<file path="config.mk">
export PLATFORM = sky130hd
export DESIGN_NAME = branchPredictor
export DESIGN_NICKNAME = d
export VERILOG_FILES = /design/src/design/predictorPkg.sv /design/src/design/branchPredictor.sv /design/src/design/branchTargetTable.sv /design/src/design/historyTable.sv /design/src/design/historyTrainer.sv /design/src/design/lookupRam.sv
export SDC_FILE = /design/constraint.sdc
export NUM_CORES = 2
export LEC_CHECK = 0
export BUFFER_PORTS_ARGS = -buffer_cell sky130_fd_sc_hd__buf_2
export CORE_MARGIN = 2
export CORE_UTILIZATION = 62
export CTS_CLUSTER_SIZE = 14
export DETAILED_ROUTE_END_ITERATION = 7
export GPL_ROUTABILITY_DRIVEN = 0
export GPL_TIMING_DRIVEN = 0
export PLACE_DENSITY = 0.79
export SETUP_SLACK_MARGIN = 0.5
export SLEW_MARGIN = 15
export SYNTH_ARGS = -nofsm -noshare
export SYNTH_HDL_FRONTEND = slang
export SYNTH_SLANG_ARGS = --single-unit
</file>
<file path="constraint.sdc">
create_clock -name clk -period 9.8 [get_ports clk]
set_input_delay 0.98 -clock clk [delete_from_list [all_inputs] [get_ports clk]]
set_output_delay 0.98 -clock clk [all_outputs]
set_load 0.01 [all_outputs]
</file>
<file path="src/design/predictorPkg.sv">
/*
 * Branch predictor shared definitions: table geometry, PC field types,
 * branch type encoding, target entry and local history word.
 */
`default_nettype none

package predictorPkg;

    //////////////////////////////////////////////////
    // geometry
    //////////////////////////////////////////////////
    localparam int ADDR_WIDTH  = 32;                    // processor address width
    localparam int INDEX_WIDTH = 5;                     // 32 slots
    localparam int TAG_WIDTH   = ADDR_WIDTH - INDEX_WIDTH - 2;
    localparam int SLOTS       = 1 << INDEX_WIDTH;
    localparam int HIST_WIDTH  = 10;                    // 2 history bits + 4 counters

    //////////////////////////////////////////////////
    // PC fields
    //////////////////////////////////////////////////
    typedef logic [ADDR_WIDTH - 1:0]  addrT;
    typedef logic [INDEX_WIDTH - 1:0] indexT;           // pc[6:2]
    typedef logic [TAG_WIDTH - 1:0]   tagT;             // pc[31:7]

    // 2'b11 is not a branch either, handled like NONE
    typedef enum logic [1:0] {
        NONE = 2'b00,                                   // not a branch
        COND = 2'b01,                                   // conditional branch
        JUMP = 2'b10                                    // unconditional jump
    } brTypeT;

    /*
     * target entry layout, high to low
     *   target  30  target address bits 31:2
     *   type     2  brTypeT of the instruction
     */
    typedef logic [ADDR_WIDTH - 1:0] entryT;

    /*
     * history word layout, high to low
     *   hist     2  older outcome, newer outcome
     *   ctr     8  counters for history 11, 10, 01, 00
     */
    typedef logic [HIST_WIDTH - 1:0] historyT;

endpackage

`default_nettype wire

</file>
<file path="src/design/branchPredictor.sv">
/*
 * Branch predictor top level. Target table plus history table, with
 * independent build, train and predict ports.
 */
`timescale 1ns/100ps
`default_nettype none

module branchPredictor (
    input  wire                        clk,
    input  wire                        rstn,

    // build port
    input  wire                        buildEn,
    input  wire  predictorPkg::addrT   buildPc,
    input  wire  predictorPkg::addrT   buildTarget,
    input  wire  predictorPkg::brTypeT buildType,

    // train port
    input  wire                        trainEn,
    input  wire  predictorPkg::addrT   trainPc,
    input  wire                        trainTaken,
    input  wire                        trainBack,
    input  wire  predictorPkg::brTypeT trainType,

    // predict port
    input  wire  predictorPkg::addrT   predPc,
    output wire                        predHit,
    output wire  predictorPkg::addrT   predTarget,
    output wire  predictorPkg::brTypeT predType,
    output wire                        predHistVld,
    output wire                        predTaken
);

    branchTargetTable u_branchTargetTable (
        .clk         (clk),
        .rstn        (rstn),
        .buildEn     (buildEn),
        .buildPc     (buildPc),
        .buildTarget (buildTarget),
        .buildType   (buildType),
        .predPc      (predPc),
        .predHit     (predHit),
        .predTarget  (predTarget),
        .predType    (predType)
    );

    // any build restarts the slot's history
    historyTable u_historyTable (
        .clk         (clk),
        .rstn        (rstn),
        .eraseEn     (buildEn),
        .erasePc     (buildPc),
        .trainEn     (trainEn),
        .trainPc     (trainPc),
        .trainTaken  (trainTaken),
        .trainBack   (trainBack),
        .trainType   (trainType),
        .predPc      (predPc),
        .predHistVld (predHistVld),
        .predTaken   (predTaken)
    );

endmodule

`default_nettype wire

</file>
<file path="src/design/branchTargetTable.sv">
/*
 * Branch target table. Records tag, target and type per slot on build,
 * and returns hit, target and type for the predict PC.
 */
`timescale 1ns/100ps
`default_nettype none

module branchTargetTable (
    input  wire                        clk,
    input  wire                        rstn,

    input  wire                        buildEn,
    input  wire  predictorPkg::addrT   buildPc,
    input  wire  predictorPkg::addrT   buildTarget,
    input  wire  predictorPkg::brTypeT buildType,

    input  wire  predictorPkg::addrT   predPc,
    output logic                       predHit,
    output predictorPkg::addrT         predTarget,
    output predictorPkg::brTypeT       predType
);

    localparam int IDX_LO = 2;
    localparam int TAG_LO = predictorPkg::INDEX_WIDTH + 2;

    predictorPkg::indexT buildIdx;
    predictorPkg::indexT predIdx;
    predictorPkg::tagT   buildTag;
    predictorPkg::tagT   predTag;
    predictorPkg::tagT   storedTag;
    predictorPkg::entryT buildEntry;
    predictorPkg::entryT storedEntry;
    logic                buildUseful;
    logic [predictorPkg::SLOTS - 1:0] targetVld;

    assign buildIdx = buildPc[TAG_LO - 1:IDX_LO];
    assign predIdx  = predPc[TAG_LO - 1:IDX_LO];
    assign buildTag = buildPc[predictorPkg::ADDR_WIDTH - 1:TAG_LO];
    assign predTag  = predPc[predictorPkg::ADDR_WIDTH - 1:TAG_LO];

    // only real branches occupy a slot
    assign buildUseful = (buildType == predictorPkg::COND) ||
                         (buildType == predictorPkg::JUMP);
    assign buildEntry  = {buildTarget[predictorPkg::ADDR_WIDTH - 1:2], buildType};

    //////////////////////////////////////////////////
    // valid bits
    //////////////////////////////////////////////////
    always_ff @(posedge clk) begin
        if (!rstn) begin
            targetVld <= '0;
        end else if (buildEn) begin
            targetVld[buildIdx] <= buildUseful;         // non-branch build clears
        end
    end

    lookupRam #(.payloadT(predictorPkg::tagT)) u_tagRam (
        .clk    (clk),
        .we     (buildEn & buildUseful),
        .waddr  (buildIdx),
        .wdata  (buildTag),
        .raddrA (predIdx),
        .rdataA (storedTag),
        .raddrB (buildIdx),
        .rdataB ()                                      // spare port
    );

    lookupRam #(.payloadT(predictorPkg::entryT)) u_entryRam (
        .clk    (clk),
        .we     (buildEn & buildUseful),
        .waddr  (buildIdx),
        .wdata  (buildEntry),
        .raddrA (predIdx),
        .rdataA (storedEntry),
        .raddrB (buildIdx),
        .rdataB ()                                      // spare port
    );

    //////////////////////////////////////////////////
    // predict lookup
    //////////////////////////////////////////////////
    assign predHit    = targetVld[predIdx] && (storedTag == predTag);
    assign predTarget = {storedEntry[predictorPkg::ADDR_WIDTH - 1:2], 2'b00};
    assign predType   = predictorPkg::brTypeT'(storedEntry[1:0]);

endmodule

`default_nettype wire

</file>
<file path="src/design/historyTable.sv">
/*
 * Pattern history table. Trains a local history word per slot, erases
 * slots that get rebuilt, and gives the taken guess for the predict PC.
 */
`timescale 1ns/100ps
`default_nettype none

module historyTable (
    input  wire                        clk,
    input  wire                        rstn,

    input  wire                        eraseEn,
    input  wire  predictorPkg::addrT   erasePc,

    input  wire                        trainEn,
    input  wire  predictorPkg::addrT   trainPc,
    input  wire                        trainTaken,
    input  wire                        trainBack,
    input  wire  predictorPkg::brTypeT trainType,

    input  wire  predictorPkg::addrT   predPc,
    output logic                       predHistVld,
    output logic                       predTaken
);

    localparam int IDX_HI = predictorPkg::INDEX_WIDTH + 1;
    localparam int HI     = predictorPkg::HIST_WIDTH - 1;

    predictorPkg::indexT   eraseIdx;
    predictorPkg::indexT   trainIdx;
    predictorPkg::indexT   predIdx;
    predictorPkg::historyT oldWord;
    predictorPkg::historyT initWord;
    predictorPkg::historyT nextWord;
    predictorPkg::historyT writeWord;
    predictorPkg::historyT predWord;
    logic [1:0]            predHist;
    logic [1:0]            predCtr;
    logic [predictorPkg::SLOTS - 1:0] histVld;

    assign eraseIdx = erasePc[IDX_HI:2];
    assign trainIdx = trainPc[IDX_HI:2];
    assign predIdx  = predPc[IDX_HI:2];

    //////////////////////////////////////////////////
    // valid bits, erase has the last word
    //////////////////////////////////////////////////
    always_ff @(posedge clk) begin
        if (!rstn) begin
            histVld <= '0;
        end else begin
            if (trainEn) begin
                histVld[trainIdx] <= 1'b1;
            end
            if (eraseEn) begin
                histVld[eraseIdx] <= 1'b0;              // wins on same index
            end
        end
    end

    historyTrainer u_historyTrainer (
        .taken  (trainTaken),
        .back   (trainBack),
        .brType (trainType),
        .old    (oldWord),
        .init   (initWord),
        .next   (nextWord)
    );

    // stale contents of an invalid slot are never trained on
    assign writeWord = histVld[trainIdx] ? nextWord : initWord;

    lookupRam #(.payloadT(predictorPkg::historyT)) u_historyRam (
        .clk    (clk),
        .we     (trainEn),
        .waddr  (trainIdx),
        .wdata  (writeWord),
        .raddrA (trainIdx),
        .rdataA (oldWord),
        .raddrB (predIdx),
        .rdataB (predWord)
    );

    //////////////////////////////////////////////////
    // taken guess
    //////////////////////////////////////////////////
    assign predHistVld = histVld[predIdx];
    assign predHist    = predWord[HI -: 2];
    assign predCtr     = predWord[{predHist, 1'b0} +: 2];
    assign predTaken   = predCtr[1];                    // counter msb

endmodule

`default_nettype wire

</file>
<file path="src/design/historyTrainer.sv">
/*
 * History trainer. Builds the first history word of a slot and the
 * trained word: shifted local history plus one saturating counter step.
 */
`timescale 1ns/100ps
`default_nettype none

module historyTrainer (
    input  wire                        taken,
    input  wire                        back,
    input  wire  predictorPkg::brTypeT brType,
    input  wire  predictorPkg::historyT old,
    output predictorPkg::historyT      init,
    output predictorPkg::historyT      next
);

    localparam int HI = predictorPkg::HIST_WIDTH - 1;

    logic [1:0] oldHist;
    logic [1:0] oldCtr;
    logic [1:0] newCtr;

    //////////////////////////////////////////////////
    // first word of a fresh slot
    //////////////////////////////////////////////////
    always_comb begin
        case (brType)
            predictorPkg::JUMP: init = '1;              // always taken
            predictorPkg::COND: begin
                // backward branches start biased towards taken
                init = {back, taken, back ? 8'b10_10_10_01 : 8'b10_01_01_01};
            end
            default:            init = '0;
        endcase
    end

    //////////////////////////////////////////////////
    // trained word
    //////////////////////////////////////////////////
    assign oldHist = old[HI -: 2];
    assign oldCtr  = old[{oldHist, 1'b0} +: 2];         // counter picked by history

    always_comb begin
        if (taken) begin
            newCtr = (oldCtr == 2'b11) ? 2'b11 : oldCtr + 2'd1;     // saturate high
        end else begin
            newCtr = (oldCtr == 2'b00) ? 2'b00 : oldCtr - 2'd1;     // saturate low
        end
    end

    always_comb begin
        next = old;
        next[{oldHist, 1'b0} +: 2] = newCtr;
        next[HI -: 2] = {old[HI - 1], taken};           // newer moves to older
    end

endmodule

`default_nettype wire

</file>
<file path="src/design/lookupRam.sv">
/*
 * Small lookup RAM for any payload type.
 * One synchronous write port, two combinational read ports, no reset.
 */
`timescale 1ns/100ps
`default_nettype none

module lookupRam #(
    parameter type payloadT   = logic [7:0],
    parameter int  DEPTH_BITS = predictorPkg::INDEX_WIDTH
) (
    input  wire                       clk,
    input  wire                       we,
    input  wire  predictorPkg::indexT waddr,
    input  wire  payloadT             wdata,
    input  wire  predictorPkg::indexT raddrA,
    output payloadT                   rdataA,
    input  wire  predictorPkg::indexT raddrB,
    output payloadT                   rdataB
);

    payloadT mem [0:(1 << DEPTH_BITS) - 1];

    always_ff @(posedge clk) begin
        if (we) begin
            mem[waddr] <= wdata;                        // visible to reads next cycle
        end
    end

    assign rdataA = mem[raddrA];
    assign rdataB = mem[raddrB];

endmodule

`default_nettype wire

</file>
==> summary.md <==
| Metric | Value |
|---|---|
| Yosys top cell by area | edfxtp_1 |
| Post-synthesis cell area | 0.08696 mm2 |
| Adder-cell share of the synthesized area | 0.1396% |
| P per Cell Area | 196.4 mW/mm2 |
| Worst ir drop on vdd | 0.1629 mV |
| WP data required | 8820 ps |
| Post-Syn Instances | 3892 |
| Htree depth | 4 |
| Tot GR Track Use | 41.06% |
| CTS Hold Bufs | 0 |
| Worst-case reg-to-reg path depth | 6 |
| Num Clock Sinks | 2208 |
| Flops & latches, synth | 2208 |
| Most common cell after layout, fill and taps aside | edfxtp_1 |
| IO Port Bufs | 133 |
| Sw Pwr | 4.539 mW |
| Reg area | 0.06566 mm2 |
| Clock buffer depth | 3 |
| Share of cells above drive strength 1 | 32.05% |
| Failing checks | DRC, capacitance limit |
| Die X | 378.5 um |
| DR pass1 iterations | 8 |
| Clock-pin slew on the worst setup and hold paths | 60 ps |
| Crit share post-route | 72.28% |
| Hold WC Path Type | flop to flop |
| Busiest grt layer | met2 |
| RSZ-0062 raised after global routing | false |
| Clock share of power | 40.1% |
| Internal | 15.14 mW |
| TritonCTS Buffers | 206 |
| Cell types occupying the most area after synthesis | edfxtp_1 (74%), mux4_2 (17%), dfxtp_1 (1.5%), mux2i_1 (1.1%), nand2_1 (0.82%) |
| Asr flop ratio synth | 0% |
| Synth unique cells | 73 |
| Dpl hpwl | 170500 um |
| TritonCTS clock tree | done |
| Mux cell area share after synthesis | 18.37% |
| Crit path DAT | 6100 ps |
| Compound-Gate Fraction of Synth Area | 2.030% |
| Final hold vios | 0 |
| Post-Synth Simple-Gate Area | 2.216% |
| Drc violations | 17 |
| DP Cell Count | 6055 |
| Leak | 32.44 nW |
| First-pass GRT wire length | 395200 um |
| Crit-path max FO | 11 |
| Initial core utilization | 62.40% |
| Postcts setup bufs | 0 |
| Post-Synth XOR/XNOR Area | 0.3425% |
| Max Transition Viols Final | 0 |
| Final setup viols | 0 |
| Max-cap violations | 1 |
| Critical path class | input pin to output pin |
| Commonest cells after routing, fill and taps aside | edfxtp_1 (2144), mux4_2 (654), buf_2 (226) |
| Area of the core | 0.1394 mm2 |
| Rel. slew slack | 0.9348% |
| DIE AREA | 0.1433 mm2 |
| Ports | 175 |
| Sequential share of the synthesized area | 75.51% |
| Crit-path cells | buf_6, buf_4, buf_4, buf_4, buf_2, buf_2, o2111ai_1, xor2_1, a2111oi_0, nand4_1, nor4_2, buf_2 |
| Area occupied by multi-input gates | 0.02043 mm2 |
| Die Y | 378.5 um |
| Layout Nets | 4532 |
| EDFF count, synth | 2144 |
| Fin crit period | 7083 ps |
| CTS resizes | 0 |
| Kind of end point of the critical path | output pin |
| Pin count of the biggest net entering global routing | 34 |
| Final instance area | 0.1002 mm2 |
| Final Util | 71.93% |
| Final TNS setup | 0 ps |
| Synthesis-to-layout area growth | 15.27% |
| Largest family of logic cells by synthesized area | multiplexers |
| Status | complete, but fails checks |
| Drt wl/cell | 44.67 um |
| Total grt overflow | 0 |
| Vias in the first global route | 49.98k |
| Fillers | 7187 |
| Hold path depth | 2 |
| Yosys warnings | 0 |
| Antenna Nets Post-Route | 0 |
| Global routing usage on met2 | 59.17% |
| Placed inst area | 0.09370 mm2 |
| Comb power frac | 6.6% |
| Critical path launch point type | input pin |
| Hold Slack | 520.2 ps |
| Mapped Avg Cell Area | 22.34 um2 |
| Sequential power share | 53.3% |
| Drt initial violations | 11.04k |
| Antenna violations before repair | 32 |
| M3 GR Usage | 17.49% |
| Clk_skew | 48.50 ps |
| Vias after detailed routing | 51.09k |
| Sw frac | 23.06% |
| Final std cells w/o fill | 6462 |
| Delay of the slowest cell on the worst path | 800 ps |
| Worst slew pin tran | 1481 ps |
| M1 GR Usage | 51.46% |
| Top cell type's share of synthesized area | 74.04% |
| Post-DR vias/cell | 7.907 |
| Crit path max-delay cell type | o2111ai_1 |
| CTS root buffer | clkbuf_16 |
| Clk_lat worst skew | 900 ps |
| Std-Cell Rows | 137 |
| Final WL | 288700 um |
| Commonest register cell after synthesis | edfxtp_1 |
| Maximum clock rate | 141.2 MHz |
## critical path, delay by kind of cell
kind	cells	cell delay [ps]
buffers and inverters	7	2960
AO/OA/AOI/OAI	2	1310
AND/OR/NAND/NOR	2	420
XOR/XNOR	1	380
## layer usage
layer	vias to the layer above	routed length, um	part of all wire [%]
met2	6426	125900	44
met1	25273	87240	30
li1	17587	-	-
met3	1785	50090	17
met5	-	150	0.052
met4	22	25240	8.7
## logic make-up after synthesis
| logic type | Yosys count |
|---|---|
| AND/OR/NAND/NOR | 414 |
| XOR/XNOR | 34 |
| other | 1 |
| AO/OA/AOI/OAI | 237 |
| multiplexers | 764 |
| adder cells (fa/ha/maj) | 10 |
| buffers and inverters | 224 |
| flip-flops | 2208 |
## flip-flops by register name, indices dropped and copies added, names as in the netlist
name and flops:
u_branchTargetTable.u_entryRam.mem 1024, u_branchTargetTable.u_tagRam.mem 800, u_historyTable.u_historyRam.mem 320, u_branchTargetTable.targetVld 32, u_historyTable.histVld 32
## through the flow
| step | setup WS (ps) | power, mW |
|---|---|---|
| final | 2717 | 19.68 |
| after global routing | 2883 | 19.97 |
| after CTS | 3231 | 19.57 |
| after detailed placement | 3367 | 11.89 |
| after global placement | 316.9 | 11.82 |
| after floorplan | 5202 | 11.36 |
## worst paths after layout
check	start	endpoint	slack [ps]
worst min register to register	u_branchTargetTable.targetVld[11]$_SDFFE_PN0P_	u_branchTargetTable.targetVld[11]$_SDFFE_PN0P_	520
worst max-delay path	predPc[3]	predHit	2720
worst min-delay path	u_branchTargetTable.targetVld[11]$_SDFFE_PN0P_	u_branchTargetTable.targetVld[11]$_SDFFE_PN0P_	520
worst max register to register	u_historyTable.u_historyRam.mem[28][8]$_DFFE_PP_	u_historyTable.u_historyRam.mem[6][0]$_DFFE_PP_	5730
## power groups by stage
| stage | sequential (mW) | clock (mW) | combinational (mW) |
|---|---|---|---|
| 4_1_cts | 10.5 | 7.84 | 1.23 |
| 2_1_floorplan | 10.7 | 0 | 0.667 |
| 5_1_grt | 10.5 | 8.16 | 1.31 |
| 6_report | 10.5 | 7.89 | 1.30 |
| 3_5_place_dp | 10.7 | 0 | 1.20 |
| 3_3_place_gp | 10.7 | 0 | 1.12 |
## cell type report
type,count,share of cell area (%)
sequential,2208,65.51
multi-input combinational,1461,20.38
clock buffer,265,5.424
timing repair buffer,286,4.028
tap,1876,2.342
buffer,212,1.187
clock inverter,124,1.041
inverter,12,0.04494
antenna,18,0.04494
## synthesized netlist by cell type, drive strengths merged, types with 15 or more instances
cell    number
edfxtp    2144
mux4       662
nand2      190
buf        165
mux2i       93
nor2        93
dfxtp       64
a21oi       49
a22oi       47
clkbuf      47
nor2b       47
o211a       32
nand3       20
xor2        19
o221ai      18
a211oi      17
o21ai       15
xnor2       15
Note: power is estimated with default switching activity, not from simulation.
